File: src/rtl/ooo_macros.svh
// Size constants shared by the core packages and RTL modules
// Include this header wherever a width or depth is needed
`ifndef OOO_MACROS_SVH
`define OOO_MACROS_SVH

// Data word width, also used for branch targets
`define OOO_DATA_W    32
// Architectural register count
`define OOO_NUM_REGS  16
// Re-order buffer entries, must be a power of two
`define OOO_ROB_DEPTH 8
// Cycles a multiply stays in the execution unit
`define OOO_MUL_LAT   4

`endif
File: src/rtl/ooo_types_pkg.sv
// Scalar types of the core: meaningful widths and the enumerations
// Compiled before ooo_bus_pkg and every RTL module
`include "ooo_macros.svh"

package ooo_types_pkg;

    typedef logic [`OOO_DATA_W-1:0]                data_t;
    typedef logic [$clog2(`OOO_NUM_REGS)-1:0]      reg_idx_t;
    typedef logic [$clog2(`OOO_ROB_DEPTH)-1:0]     rob_tag_t;
    // One extra bit on top of the index tells full from empty
    typedef logic [$clog2(`OOO_ROB_DEPTH):0]       rob_ptr_t;

    typedef enum logic [2:0] {
        op_li,
        op_add,
        op_sub,
        op_xor,
        op_mul,
        op_beq
    } rob_op_t;

    typedef enum logic [1:0] {
        st_idle,
        st_wait,
        st_issue
    } disp_state_t;

endpackage

File: src/rtl/ooo_bus_pkg.sv
// Bundles that travel between the core blocks and out of the top level
// Built only from the scalar types of ooo_types_pkg
package ooo_bus_pkg;

    // One instruction at the core input
    typedef struct packed {
        ooo_types_pkg::rob_op_t        op;
        ooo_types_pkg::reg_idx_t       rdest;
        ooo_types_pkg::reg_idx_t [1:0] src;
        ooo_types_pkg::data_t          imm;
    } instr_t;

    // A source operand, either ready with data or waiting on a tag
    typedef struct packed {
        logic                     rdy;
        ooo_types_pkg::rob_tag_t  tag;
        ooo_types_pkg::data_t     data;
    } operand_t;

    // Common data bus, one broadcast per cycle at most
    typedef struct packed {
        logic                     en;
        ooo_types_pkg::rob_tag_t  tag;
        ooo_types_pkg::data_t     data;
        logic                     branch;
        ooo_types_pkg::data_t     target;
    } cdb_t;

    // In-order register write from the ROB head
    typedef struct packed {
        logic                     valid;
        ooo_types_pkg::reg_idx_t  rdest;
        ooo_types_pkg::data_t     data;
    } retire_t;

    // Operation handed to the execution unit
    typedef struct packed {
        ooo_types_pkg::rob_op_t        op;
        ooo_types_pkg::rob_tag_t       tag;
        ooo_types_pkg::data_t [1:0]    src_data;
        ooo_types_pkg::data_t          imm;
    } issue_t;

endpackage

File: src/rtl/ooo_core_top.sv
// Top level of the out-of-order core around the re-order buffer
// Instruction input is valid/ready, retirement and redirect are valid-only outputs
module ooo_core_top (
    input  logic                  clk,
    input  logic                  n_rst,
    input  logic                  instr_valid,
    input  ooo_bus_pkg::instr_t   instr,
    output logic                  instr_ready,
    output ooo_bus_pkg::retire_t  retire,
    output logic                  redirect,
    output ooo_types_pkg::data_t  redirect_addr
);

    logic                         alloc_en;
    logic                         rob_full;
    logic                         tag_wr_en;
    logic                         issue_valid;
    logic                         exec_done;
    ooo_types_pkg::rob_tag_t      alloc_tag;
    ooo_types_pkg::rob_tag_t      retire_tag;
    ooo_types_pkg::reg_idx_t      tag_wr_reg;
    ooo_bus_pkg::operand_t [1:0]  lookup;
    ooo_bus_pkg::operand_t [1:0]  src;
    ooo_bus_pkg::cdb_t            cdb;
    ooo_bus_pkg::issue_t          issue;

    reorder_buffer i_rob (
        .clk           (clk),
        .n_rst         (n_rst),
        .alloc_en      (alloc_en),
        .instr         (instr),
        .cdb           (cdb),
        .lookup        (lookup),
        .alloc_tag     (alloc_tag),
        .full          (rob_full),
        .src           (src),
        .tag_wr_en     (tag_wr_en),
        .tag_wr_reg    (tag_wr_reg),
        .retire        (retire),
        .retire_tag    (retire_tag),
        .redirect      (redirect),
        .redirect_addr (redirect_addr)
    );

    // The redirect pulse doubles as the flush of every other block
    register_map i_regmap (
        .clk        (clk),
        .n_rst      (n_rst),
        .src_idx    (instr.src),
        .tag_wr_en  (tag_wr_en),
        .tag_wr_reg (tag_wr_reg),
        .tag_wr_tag (alloc_tag),
        .retire     (retire),
        .retire_tag (retire_tag),
        .flush      (redirect),
        .lookup     (lookup)
    );

    dispatch_ctrl i_dispatch (
        .clk         (clk),
        .n_rst       (n_rst),
        .instr_valid (instr_valid),
        .instr       (instr),
        .rob_full    (rob_full),
        .alloc_tag   (alloc_tag),
        .src         (src),
        .cdb         (cdb),
        .exec_done   (exec_done),
        .flush       (redirect),
        .instr_ready (instr_ready),
        .alloc_en    (alloc_en),
        .issue_valid (issue_valid),
        .issue       (issue)
    );

    exec_unit i_exec (
        .clk         (clk),
        .n_rst       (n_rst),
        .issue_valid (issue_valid),
        .issue       (issue),
        .flush       (redirect),
        .cdb         (cdb),
        .exec_done   (exec_done)
    );

endmodule

File: src/rtl/dispatch_ctrl.sv
// Dispatch FSM that takes one instruction at a time from the input port
// Holds its operands until both are ready, then issues it to the execution unit
module dispatch_ctrl (
    input  logic                          clk,
    input  logic                          n_rst,
    input  logic                          instr_valid,
    input  ooo_bus_pkg::instr_t           instr,
    input  logic                          rob_full,
    input  ooo_types_pkg::rob_tag_t       alloc_tag,
    input  ooo_bus_pkg::operand_t [1:0]   src,
    input  ooo_bus_pkg::cdb_t             cdb,
    input  logic                          exec_done,
    input  logic                          flush,
    output logic                          instr_ready,
    output logic                          alloc_en,
    output logic                          issue_valid,
    output ooo_bus_pkg::issue_t           issue
);

    ooo_types_pkg::disp_state_t  state;
    ooo_types_pkg::disp_state_t  state_nxt;
    logic                        issued;
    ooo_types_pkg::rob_op_t      op_q;
    ooo_types_pkg::rob_tag_t     tag_q;
    ooo_types_pkg::data_t        imm_q;
    ooo_bus_pkg::operand_t [1:0] opnd_q;
    ooo_bus_pkg::operand_t [1:0] opnd_nxt;

    assign instr_ready = (state == ooo_types_pkg::st_idle) && !rob_full && !flush;
    assign alloc_en    = instr_valid && instr_ready;

    // Pick up a missing operand when its producer broadcasts
    always_comb begin
        opnd_nxt = opnd_q;
        for (int i = 0; i < 2; i++) begin
            if (!opnd_q[i].rdy && cdb.en && (cdb.tag == opnd_q[i].tag)) begin
                opnd_nxt[i].rdy  = 1'b1;
                opnd_nxt[i].data = cdb.data;
            end
        end
    end

    always_comb begin
        state_nxt = state;
        case (state)
            ooo_types_pkg::st_idle: begin
                // Load-immediates complete in the ROB and never leave idle
                if (alloc_en && (instr.op != ooo_types_pkg::op_li)) begin
                    state_nxt = (src[0].rdy && src[1].rdy) ? ooo_types_pkg::st_issue
                                                           : ooo_types_pkg::st_wait;
                end
            end
            ooo_types_pkg::st_wait: begin
                if (opnd_nxt[0].rdy && opnd_nxt[1].rdy) begin
                    state_nxt = ooo_types_pkg::st_issue;
                end
            end
            ooo_types_pkg::st_issue: begin
                if (exec_done) begin
                    state_nxt = ooo_types_pkg::st_idle;
                end
            end
            default: state_nxt = ooo_types_pkg::st_idle;
        endcase
        if (flush) begin
            state_nxt = ooo_types_pkg::st_idle;
        end
    end

    // Stay in st_issue while executing, issued marks the pulse as sent
    always_ff @(posedge clk, negedge n_rst) begin
        if (!n_rst) begin
            state  <= ooo_types_pkg::st_idle;
            issued <= 1'b0;
        end else begin
            state  <= state_nxt;
            issued <= (state_nxt == ooo_types_pkg::st_issue) && (issued || issue_valid);
        end
    end

    always_ff @(posedge clk) begin
        if (alloc_en) begin
            op_q   <= instr.op;
            tag_q  <= alloc_tag;
            imm_q  <= instr.imm;
            opnd_q <= src;
        end else begin
            opnd_q <= opnd_nxt;
        end
    end

    assign issue_valid    = (state == ooo_types_pkg::st_issue) && !issued;
    assign issue.op       = op_q;
    assign issue.tag      = tag_q;
    assign issue.src_data = {opnd_q[1].data, opnd_q[0].data};
    assign issue.imm      = imm_q;

endmodule

File: src/rtl/reorder_buffer.sv
// Circular re-order buffer of the core
// Allocates at the tail, completes entries from the CDB and retires from the head in order
// Also resolves source operands for the instruction being dispatched
`include "ooo_macros.svh"

module reorder_buffer (
    input  logic                          clk,
    input  logic                          n_rst,
    input  logic                          alloc_en,
    input  ooo_bus_pkg::instr_t           instr,
    input  ooo_bus_pkg::cdb_t             cdb,
    input  ooo_bus_pkg::operand_t [1:0]   lookup,
    output ooo_types_pkg::rob_tag_t       alloc_tag,
    output logic                          full,
    output ooo_bus_pkg::operand_t [1:0]   src,
    output logic                          tag_wr_en,
    output ooo_types_pkg::reg_idx_t       tag_wr_reg,
    output ooo_bus_pkg::retire_t          retire,
    output ooo_types_pkg::rob_tag_t       retire_tag,
    output logic                          redirect,
    output ooo_types_pkg::data_t          redirect_addr
);

    localparam int TAG_W = $bits(ooo_types_pkg::rob_tag_t);

    typedef struct packed {
        logic                     rdy;
        logic                     branch;
        logic                     has_dest;
        ooo_types_pkg::reg_idx_t  rdest;
        ooo_types_pkg::data_t     data;
        ooo_types_pkg::data_t     target;
    } rob_entry_t;

    rob_entry_t               entries [`OOO_ROB_DEPTH];
    ooo_types_pkg::rob_ptr_t  head;
    ooo_types_pkg::rob_ptr_t  tail;
    ooo_types_pkg::rob_tag_t  head_idx;
    rob_entry_t               head_entry;
    logic                     empty;
    logic                     head_done;
    logic                     retire_go;
    logic                     ret_valid_q;
    ooo_types_pkg::reg_idx_t  ret_rdest_q;
    ooo_types_pkg::data_t     ret_data_q;
    ooo_types_pkg::rob_tag_t  ret_tag_q;

    assign head_idx  = head[TAG_W-1:0];
    assign alloc_tag = tail[TAG_W-1:0];
    assign empty     = (head == tail);
    // Same index with opposite wrap bits means every entry is in use
    assign full      = (head[TAG_W] != tail[TAG_W]) && (head_idx == alloc_tag);

    assign head_entry = entries[head_idx];
    assign head_done  = !empty && head_entry.rdy;
    // A taken branch never retires, it flushes the whole buffer instead
    assign retire_go  = head_done && !head_entry.branch;

    assign redirect      = head_done && head_entry.branch;
    assign redirect_addr = head_entry.target;

    // Branches own no destination, so they leave the register map alone
    assign tag_wr_en  = alloc_en && (instr.op != ooo_types_pkg::op_beq);
    assign tag_wr_reg = instr.rdest;

    // Operand priority is register map, then same-cycle CDB, then ROB entry
    always_comb begin
        for (int i = 0; i < 2; i++) begin
            if (lookup[i].rdy) begin
                src[i] = lookup[i];
            end else if (cdb.en && (cdb.tag == lookup[i].tag)) begin
                src[i] = '{rdy: 1'b1, tag: cdb.tag, data: cdb.data};
            end else begin
                src[i] = '{rdy:  entries[lookup[i].tag].rdy,
                           tag:  lookup[i].tag,
                           data: entries[lookup[i].tag].data};
            end
        end
    end

    // Completion and allocation both land when they target different entries
    // Allocation comes last so it owns an entry that both would touch
    always_ff @(posedge clk) begin
        if (cdb.en) begin
            entries[cdb.tag].rdy    <= 1'b1;
            entries[cdb.tag].branch <= cdb.branch;
            entries[cdb.tag].data   <= cdb.data;
            entries[cdb.tag].target <= cdb.target;
        end
        if (alloc_en) begin
            // A load-immediate carries its result and is complete at once
            entries[alloc_tag] <= '{rdy:      (instr.op == ooo_types_pkg::op_li),
                                    branch:   1'b0,
                                    has_dest: (instr.op != ooo_types_pkg::op_beq),
                                    rdest:    instr.rdest,
                                    data:     instr.imm,
                                    target:   '0};
        end
    end

    always_ff @(posedge clk, negedge n_rst) begin
        if (!n_rst) begin
            head        <= '0;
            tail        <= '0;
            ret_valid_q <= 1'b0;
        end else if (redirect) begin
            head        <= '0;
            tail        <= '0;
            ret_valid_q <= 1'b0;
        end else begin
            if (alloc_en) begin
                tail <= tail + 1'b1;
            end
            if (retire_go) begin
                head <= head + 1'b1;
            end
            // A branch that falls through retires without a register write
            ret_valid_q <= retire_go && head_entry.has_dest;
        end
    end

    always_ff @(posedge clk) begin
        if (retire_go) begin
            ret_rdest_q <= head_entry.rdest;
            ret_data_q  <= head_entry.data;
            ret_tag_q   <= head_idx;
        end
    end

    assign retire     = '{valid: ret_valid_q, rdest: ret_rdest_q, data: ret_data_q};
    assign retire_tag = ret_tag_q;

endmodule

File: src/rtl/register_map.sv
// Architectural register file with a busy bit and producer tag per register
// Looked up at dispatch, tagged at allocation and written at retirement
`include "ooo_macros.svh"

module register_map (
    input  logic                              clk,
    input  logic                              n_rst,
    input  ooo_types_pkg::reg_idx_t [1:0]     src_idx,
    input  logic                              tag_wr_en,
    input  ooo_types_pkg::reg_idx_t           tag_wr_reg,
    input  ooo_types_pkg::rob_tag_t           tag_wr_tag,
    input  ooo_bus_pkg::retire_t              retire,
    input  ooo_types_pkg::rob_tag_t           retire_tag,
    input  logic                              flush,
    output ooo_bus_pkg::operand_t [1:0]       lookup
);

    ooo_types_pkg::data_t     regs [`OOO_NUM_REGS];
    ooo_types_pkg::rob_tag_t  tags [`OOO_NUM_REGS];
    logic [`OOO_NUM_REGS-1:0] busy;

    always_ff @(posedge clk, negedge n_rst) begin
        if (!n_rst) begin
            for (int r = 0; r < `OOO_NUM_REGS; r++) begin
                regs[r] <= '0;
                tags[r] <= '0;
            end
            busy <= '0;
        end else begin
            if (retire.valid) begin
                regs[retire.rdest] <= retire.data;
                // A younger producer may have retagged the register meanwhile
                if (tags[retire.rdest] == retire_tag) begin
                    busy[retire.rdest] <= 1'b0;
                end
            end
            if (flush) begin
                busy <= '0;
            end
            // New producer wins over a retirement to the same register
            if (tag_wr_en) begin
                busy[tag_wr_reg] <= 1'b1;
                tags[tag_wr_reg] <= tag_wr_tag;
            end
        end
    end

    always_comb begin
        for (int i = 0; i < 2; i++) begin
            lookup[i].rdy  = !busy[src_idx[i]];
            lookup[i].tag  = tags[src_idx[i]];
            lookup[i].data = regs[src_idx[i]];
        end
    end

endmodule

File: src/rtl/exec_unit.sv
// Single execution unit for ALU, multiply and branch compare
// Holds one operation until its latency runs out, then drives the CDB
`include "ooo_macros.svh"

module exec_unit (
    input  logic                 clk,
    input  logic                 n_rst,
    input  logic                 issue_valid,
    input  ooo_bus_pkg::issue_t  issue,
    input  logic                 flush,
    output ooo_bus_pkg::cdb_t    cdb,
    output logic                 exec_done
);

    ooo_bus_pkg::issue_t   op_q;
    ooo_types_pkg::data_t  a;
    ooo_types_pkg::data_t  b;
    ooo_types_pkg::data_t  result;
    logic [2:0]            cycles;
    logic                  start;
    logic                  busy;
    logic                  done;

    // A new operation is taken only once the previous one has finished
    assign start  = issue_valid && !busy;
    assign cycles = (issue.op == ooo_types_pkg::op_mul) ? 3'(`OOO_MUL_LAT) : 3'd1;

    latency_timer i_timer (
        .clk    (clk),
        .n_rst  (n_rst),
        .load   (start),
        .cycles (cycles),
        .abort  (flush),
        .busy   (busy),
        .done   (done)
    );

    always_ff @(posedge clk) begin
        if (start) begin
            op_q <= issue;
        end
    end

    assign a = op_q.src_data[0];
    assign b = op_q.src_data[1];

    always_comb begin
        case (op_q.op)
            ooo_types_pkg::op_add: result = a + b;
            ooo_types_pkg::op_sub: result = a - b;
            ooo_types_pkg::op_xor: result = a ^ b;
            // Only the low word of the product is kept
            ooo_types_pkg::op_mul: result = a * b;
            default:               result = '0;
        endcase
    end

    assign cdb.en     = done;
    assign cdb.tag    = op_q.tag;
    assign cdb.data   = result;
    assign cdb.branch = (op_q.op == ooo_types_pkg::op_beq) && (a == b);
    assign cdb.target = op_q.imm;
    assign exec_done  = done;

endmodule

File: src/rtl/latency_timer.sv
// Loadable down-counter timing an operation inside the execution unit
// done is high in the last cycle before the count reaches zero
module latency_timer (
    input  logic       clk,
    input  logic       n_rst,
    input  logic       load,
    input  logic [2:0] cycles,
    input  logic       abort,
    output logic       busy,
    output logic       done
);

    logic [2:0] count;

    assign busy = (count != 3'd0);
    assign done = (count == 3'd1);

    always_ff @(posedge clk, negedge n_rst) begin
        if (!n_rst) begin
            count <= '0;
        end else if (abort) begin
            count <= '0;
        end else if (load) begin
            count <= cycles;
        end else if (busy) begin
            count <= count - 3'd1;
        end
    end

endmodule

File: config.mk
export PLATFORM = sky130hd
export DESIGN_NAME = ooo_core_top
export DESIGN_NICKNAME = d
export VERILOG_FILES = /design/src/rtl/ooo_types_pkg.sv /design/src/rtl/ooo_bus_pkg.sv /design/src/rtl/ooo_core_top.sv /design/src/rtl/dispatch_ctrl.sv /design/src/rtl/reorder_buffer.sv /design/src/rtl/register_map.sv /design/src/rtl/exec_unit.sv /design/src/rtl/latency_timer.sv
export VERILOG_INCLUDE_DIRS = /design/src /design/src/rtl
export SDC_FILE = /design/constraint.sdc
export NUM_CORES = 2
export LEC_CHECK = 0
export BUFFER_PORTS_ARGS = -buffer_cell sky130_fd_sc_hd__buf_2
export CAP_MARGIN = 25
export CORE_MARGIN = 2
export CORE_UTILIZATION = 30
export CTS_BUF_LIST = sky130_fd_sc_hd__clkbuf_4 sky130_fd_sc_hd__clkbuf_8
export DETAILED_ROUTE_END_ITERATION = 7
export GPL_TIMING_DRIVEN = 1
export PLACE_DENSITY = 0.51
export SLEW_MARGIN = 5
export SYNTH_ARGS = -nofsm -noshare
export SYNTH_HDL_FRONTEND = slang
export SYNTH_HIERARCHICAL = 1
export SYNTH_SLANG_ARGS = --single-unit
File: constraint.sdc
create_clock -name clk -period 8.7 [get_ports clk]
set_input_delay 0.87 -clock clk [delete_from_list [all_inputs] [get_ports clk]]
set_output_delay 0.87 -clock clk [all_outputs]
set_load 0.05 [all_outputs]
# Word-level counts from Yosys, hierarchy flattened
# Memory sizes are Yosys's and may differ from the RTL's.
# Index checks and enable logic that the tools add are counted.
# classes
n_addsub	5
mul	1
div	0
magnitude_cmp	12
eq_ne	20
shifts	0
n_mux	62
bitwise_logic	8
n_reduce_logical	46
# op_table
cell	count
512-bit bitwise mux	1
32-bit binary-select mux with 4-bit select	2
32-bit two-way mux	7
36-bit two-way mux	4
32-bit demux with 4-bit select	1
32-bit case mux with 4 select lines	1
72-bit two-way mux	1
16-bit two-way mux	4
48-bit bitwise mux	1
3-bit binary-select mux with 4-bit select	3
3-bit two-way mux	11
32-bit adder	1
32-bit equality test	1
32-bit by 32-bit multiplier with 32-bit output	1
32-bit subtractor	1
32-bit XOR	1
1-bit logical AND	26
5-bit >= comparator, second input constant	4
4-bit by 5-bit < comparator with 1-bit output, second input constant	4
4-bit inverter with 5-bit output	4
3-bit equality test	6
16-bit bitwise AND	1
4-bit two-way mux	4
16-bit inverter	1
25 further kinds	63
# word_totals
regBits	842
latch_bits	0
ram_bits	568
mem_bits_ro	0
out_inout_bits	71
n_memories	1
# mem_list
memory	words	word_bits	rd	rd_clocked_by_memory_dff	wr	line_no	rtl
i_rob.entries	8	71	3	0	2	reorder_buffer.sv:35	rob_entry_t entries [`OOO_ROB_DEPTH];

# Logic depth before layout (Yosys ltp)
# depth
depth_word	15
ltp_mapped	32

# Hierarchy
# Netlist, hierarchy kept.
# by_module_without_submodules
module	instances	cells_each	area_per_inst_um2	seq_area_each_um2
reorder_buffer	1	2788	32731.4	15810.2
register_map	1	1833	30735.7	14413.8
exec_unit	1	2492	22967.0	3062.9
dispatch_ctrl	1	385	4779.6	3358.2
latency_timer	1	23	239.0	75.1

# Worst setup path before layout
# No wires, ideal clock.
# synth_timing
kind	reg-to-reg
start	register i_exec.op_q, in the netlist i_exec/b[2]
end	register i_dispatch.opnd_q, in the netlist i_dispatch/issue[95], data pin
t_arrival_ps	7959
slack_ps	607
path_stages_with_launch	28
cell_sequence	edfxtp_1 > clkbuf_1 > clkbuf_1 > and2_1 > fa_1 > inv_1 > fa_1 > fa_1 > fa_1 > inv_1 > fa_1 > fa_1 > fa_1 > fa_1 > ha_1 > clkbuf_1 > a21o_1 > or4_1 > a31o_2 > a221o_1 > a311oi_1 > nor4_1 > o31ai_1 > buf_1 > nor2_1 > o31ai_1 > nand2_1 > nand2_1
# synth_lines
item	line_no	rtl
start: declaration	exec_unit.sv:15	ooo_bus_pkg::issue_t op_q;
start signal: assignment	exec_unit.sv:40	op_q <= issue;
end signal: assignment	dispatch_ctrl.sv:86	opnd_q <= src;
end signal: assignment	dispatch_ctrl.sv:88	opnd_q <= opnd_nxt;
end: declaration	dispatch_ctrl.sv:26	ooo_bus_pkg::operand_t [1:0] opnd_q;

==> impl_metrics.json <==
{
  "grt_pass1_wl_mm": 475,
  "drv_cap": 0,
  "maxSlewViolCount": 0,
  "cts-root-buf": "clkbuf_8",
  "dieArea_mm2": 0.309,
  "grt_pass1_vias": 66000,
  "crit_fanout": 5,
  "final_min_period_over_clock_period_pct": 97.4,
  "start_util_pct": 30.2,
  "clkTransAtPathRegs_ps": 70,
  "numCtsBuffers": 277,
  "post-route-min-period_ps": 8470,
  "synthArstFlopShare_pct": 41.9,
  "hold_viol": 0,
  "final_area_mm2": 0.101,
  "dr.pass1.iters": 6,
  "grt_max_degree": 170,
  "ys_warn_count": 6,
  "core-area_mm2": 0.303,
  "endpoint_kind": "flip-flop",
  "io_buffers": 120,
  "max_freq_mhz": 118,
  "wl_per_cell_um": 28.4,
  "dp_hpwl_mm": 210,
  "multi_input_area_mm2": 0.0492,
  "setup_violations": 0,
  "cts_tree": "built",
  "place.gp.congestion": 0.913,
  "required_ps": 9460,
  "synth-edff-count": 553,
  "drtAntennaViolNets": 0,
  "clk_latency_ps": 1060,
  "drtIter0Drc": 6545,
  "status": "finished, final reports clean",
  "syn-num-nets": 8171,
  "tightest_slew_ps": 1100,
  "cp.arrival_ps": 9230,
  "ys_ff_latch": 1410,
  "synthCells": 7521,
  "antenna_found_initial": 34,
  "num_io_pins": 121,
  "critPathLaunchType": "flip-flop",
  "maxSlewHeadroom_pct": 25.9,
  "dr_total_vias": 63600,
  "mappedNetlistArea_mm2": 0.0915,
  "synthFlopType": "dfrtp_1",
  "worstSetupPathType": "reg -> reg",
  "track_usage_pct": 21.0,
  "nets": 8015,
  "drc_errors": 0,
  "seq_area_mm2": 0.0367,
  "core.rowCount": 202,
  "worst_hold_slack_ps": 205,
  "routed_wl_mm": 328,
  "via_per_inst": 5.51,
  "fillers": 29900,
  "h-tree-depth": 5,
  "clockBufferDepth": 4,
  "clock-sinks": 1410,
  "ys_seq_area_share_pct": 40.2,
  "fp.dieW_um": 556,
  "area_growth_pct": 10.2,
  "drive_above_1_share_pct": 25.9,
  "worst_clock_skew_ps": 78.8,
  "synth_area_per_cell_um2": 12.2,
  "hold_class": "in -> reg",
  "yosysUniqueCellTypes": 101,
  "place_area_mm2": 0.0952,
  "grt_overflow": 0,
  "die-height_um": 556
}
[registers in the layout, indices dropped and copies added (netlist names), 6 cells and up]
name                 flops
i_regmap/regs          512
i_dispatch/issue        64
i_exec/cdb              35
i_rob/ret_data_q        32
i_dispatch/opnd_nxt      6
i_dispatch/imm_q        32
i_regmap/busy           16
i_regmap/tags           48
i_rob/entries          568
i_exec/a                32
i_exec/b                32
[cells in the mapped netlist (all sizes together) (11+ instances only)]
cell type,count,area (µm²)
ha,190,2380
o31ai,43,333
dfrtp,591,14800
a221o,37,370
inv,463,1740
a31oi,19,119
nor2b,62,388
nand3,28,140
dfxtp,266,5330
and2,281,1760
a21oi,371,1860
nor4,13,109
xnor2,72,631
a211oi,46,345
and3,11,68.8
fa,410,8210
o21ai,82,410
buf,526,3130
nand2b,29,181
o21bai,16,120
clkbuf,273,1030
nand4,15,93.8
nor2,218,821
a22oi,15,113
a21o,30,226
a22o,259,2270
mux2,633,7130
mux4,632,14200
nor3,43,225
edfxtp,553,16600
xor2,29,254
mux2i,64,644
o22ai,21,138
or3,15,98.8
nand2,1016,3810
a2111oi,11,130
[layout make-up]
class	instances	area share, %
clock buffers	408	4.98
diodes	19	0.0472
multi-input cells	4846	48.8
inverters	466	1.75
repair buffers	364	2.67
well taps	3978	4.94
clock inverters	66	0.372
flip-flops and latches	1410	36.4
[metrics by stage]
stage | util, % | setup TNS (ps) | setup WS [ps] | std cells
final | 33.3 | 0 | 230 | 11600
after global routing | 33.3 | -826 | -147 | 11500
after CTS | 33.2 | 0 | 43.8 | 11500
after detailed placement | 31.4 | -80.3 | -80.3 | 11100
after global placement | 31.4 | -150 | -146 | 11000
after floorplan | - | 0 | 607 | 7521
[cell families (layout without fill, tap and decap cells)]
kind of cell | count (synthesis) | after routing | share of synthesized area (%)
adders and majority gates | 600 | 600 | 11.6
AOI/OAI and AO/OA | 1048 | 1048 | 8.04
and+or+nand+nor | 1767 | 1767 | 8.75
DFF | 1410 | 1410 | 40.2
muxes | 1329 | 1329 | 24.1
xor gates and xnor gates | 101 | 101 | 0.967
buffers and inverters | 1265 | 1304 | 6.46
other | 1 | 20 | 0.00410
[worst paths after layout]
check | from | to | slack, ps | cells after the start
setup / recovery | i_exec/a[13]$_DFFE_PP_ | i_dispatch/issue[63]$_DFFE_PP_ | 230 | 27
hold / removal | instr[46] | i_dispatch/op_q[2]$_DFFE_PN_ | 210 | 1
setup reg to reg | i_exec/a[13]$_DFFE_PP_ | i_dispatch/issue[63]$_DFFE_PP_ | 230 | 27
hold reg to reg | i_dispatch/tag_q[0]$_DFFE_PN_ | i_exec/cdb[65]$_DFFE_PP_ | 390 | 0
max in group asynchronous | n_rst | i_rob/head[0]$_DFFE_PN0P_ | 6070 | 4
min in group asynchronous | n_rst | i_regmap/regs[351]$_DFFE_PN0P_ | 390 | 2
[metal layers]
| layer | vias up | part of all wire (%) | global-route usage [%] |
|---|---|---|---|
| met2 | 2917 | 47 | 33.6 |
| met5 | - | 0.028 | 0 |
| met3 | 637 | 8.4 | 4.20 |
| met1 | 33500 | 40 | 27.7 |
| li1 | 26600 | - | - |
| met4 | 14 | 4.5 | 9.04 |
[what timing repair did]
action | CTS | global route
gates resized for setup | 2 | 10
hold endpoints to repair | 88 | 0
hold buffers | 1 | 0
pin swaps | 0 | 2
setup endpoints to repair | 10 | 37
setup buffers | 0 | 7
[layout by cell type, fill, tap and decap left out, drive strengths merged, types with 281 or more instances in the layout]
cell,count
a21oi,371
inv,456
buf,362
nand2,1016
dfrtp,591
and2,281
clkbuf,409
mux2,633
mux4,632
edfxtp,553
fa,410
[critical path, stage by stage (launching register included)]
cell	delay [ps]
edfxtp_1	510
and2_1	230
fa_1	570
fa_1	460
fa_1	530
inv_1	50
fa_1	480
inv_1	60
fa_1	500
inv_1	60
fa_1	540
inv_1	50
fa_1	500
fa_1	440
ha_1	380
a21oi_1	160
o21ai_0	160
or4_1	440
a31o_2	260
a221o_1	480
a311oi_2	350
o31a_1	200
o31ai_2	70
buf_4	170
buf_4	130
a221o_1	330
nand2_1	60
nand2_1	60
Power is not shown: default switching activity piles up to over one toggle a cycle in this logic, so the estimate is an artifact.
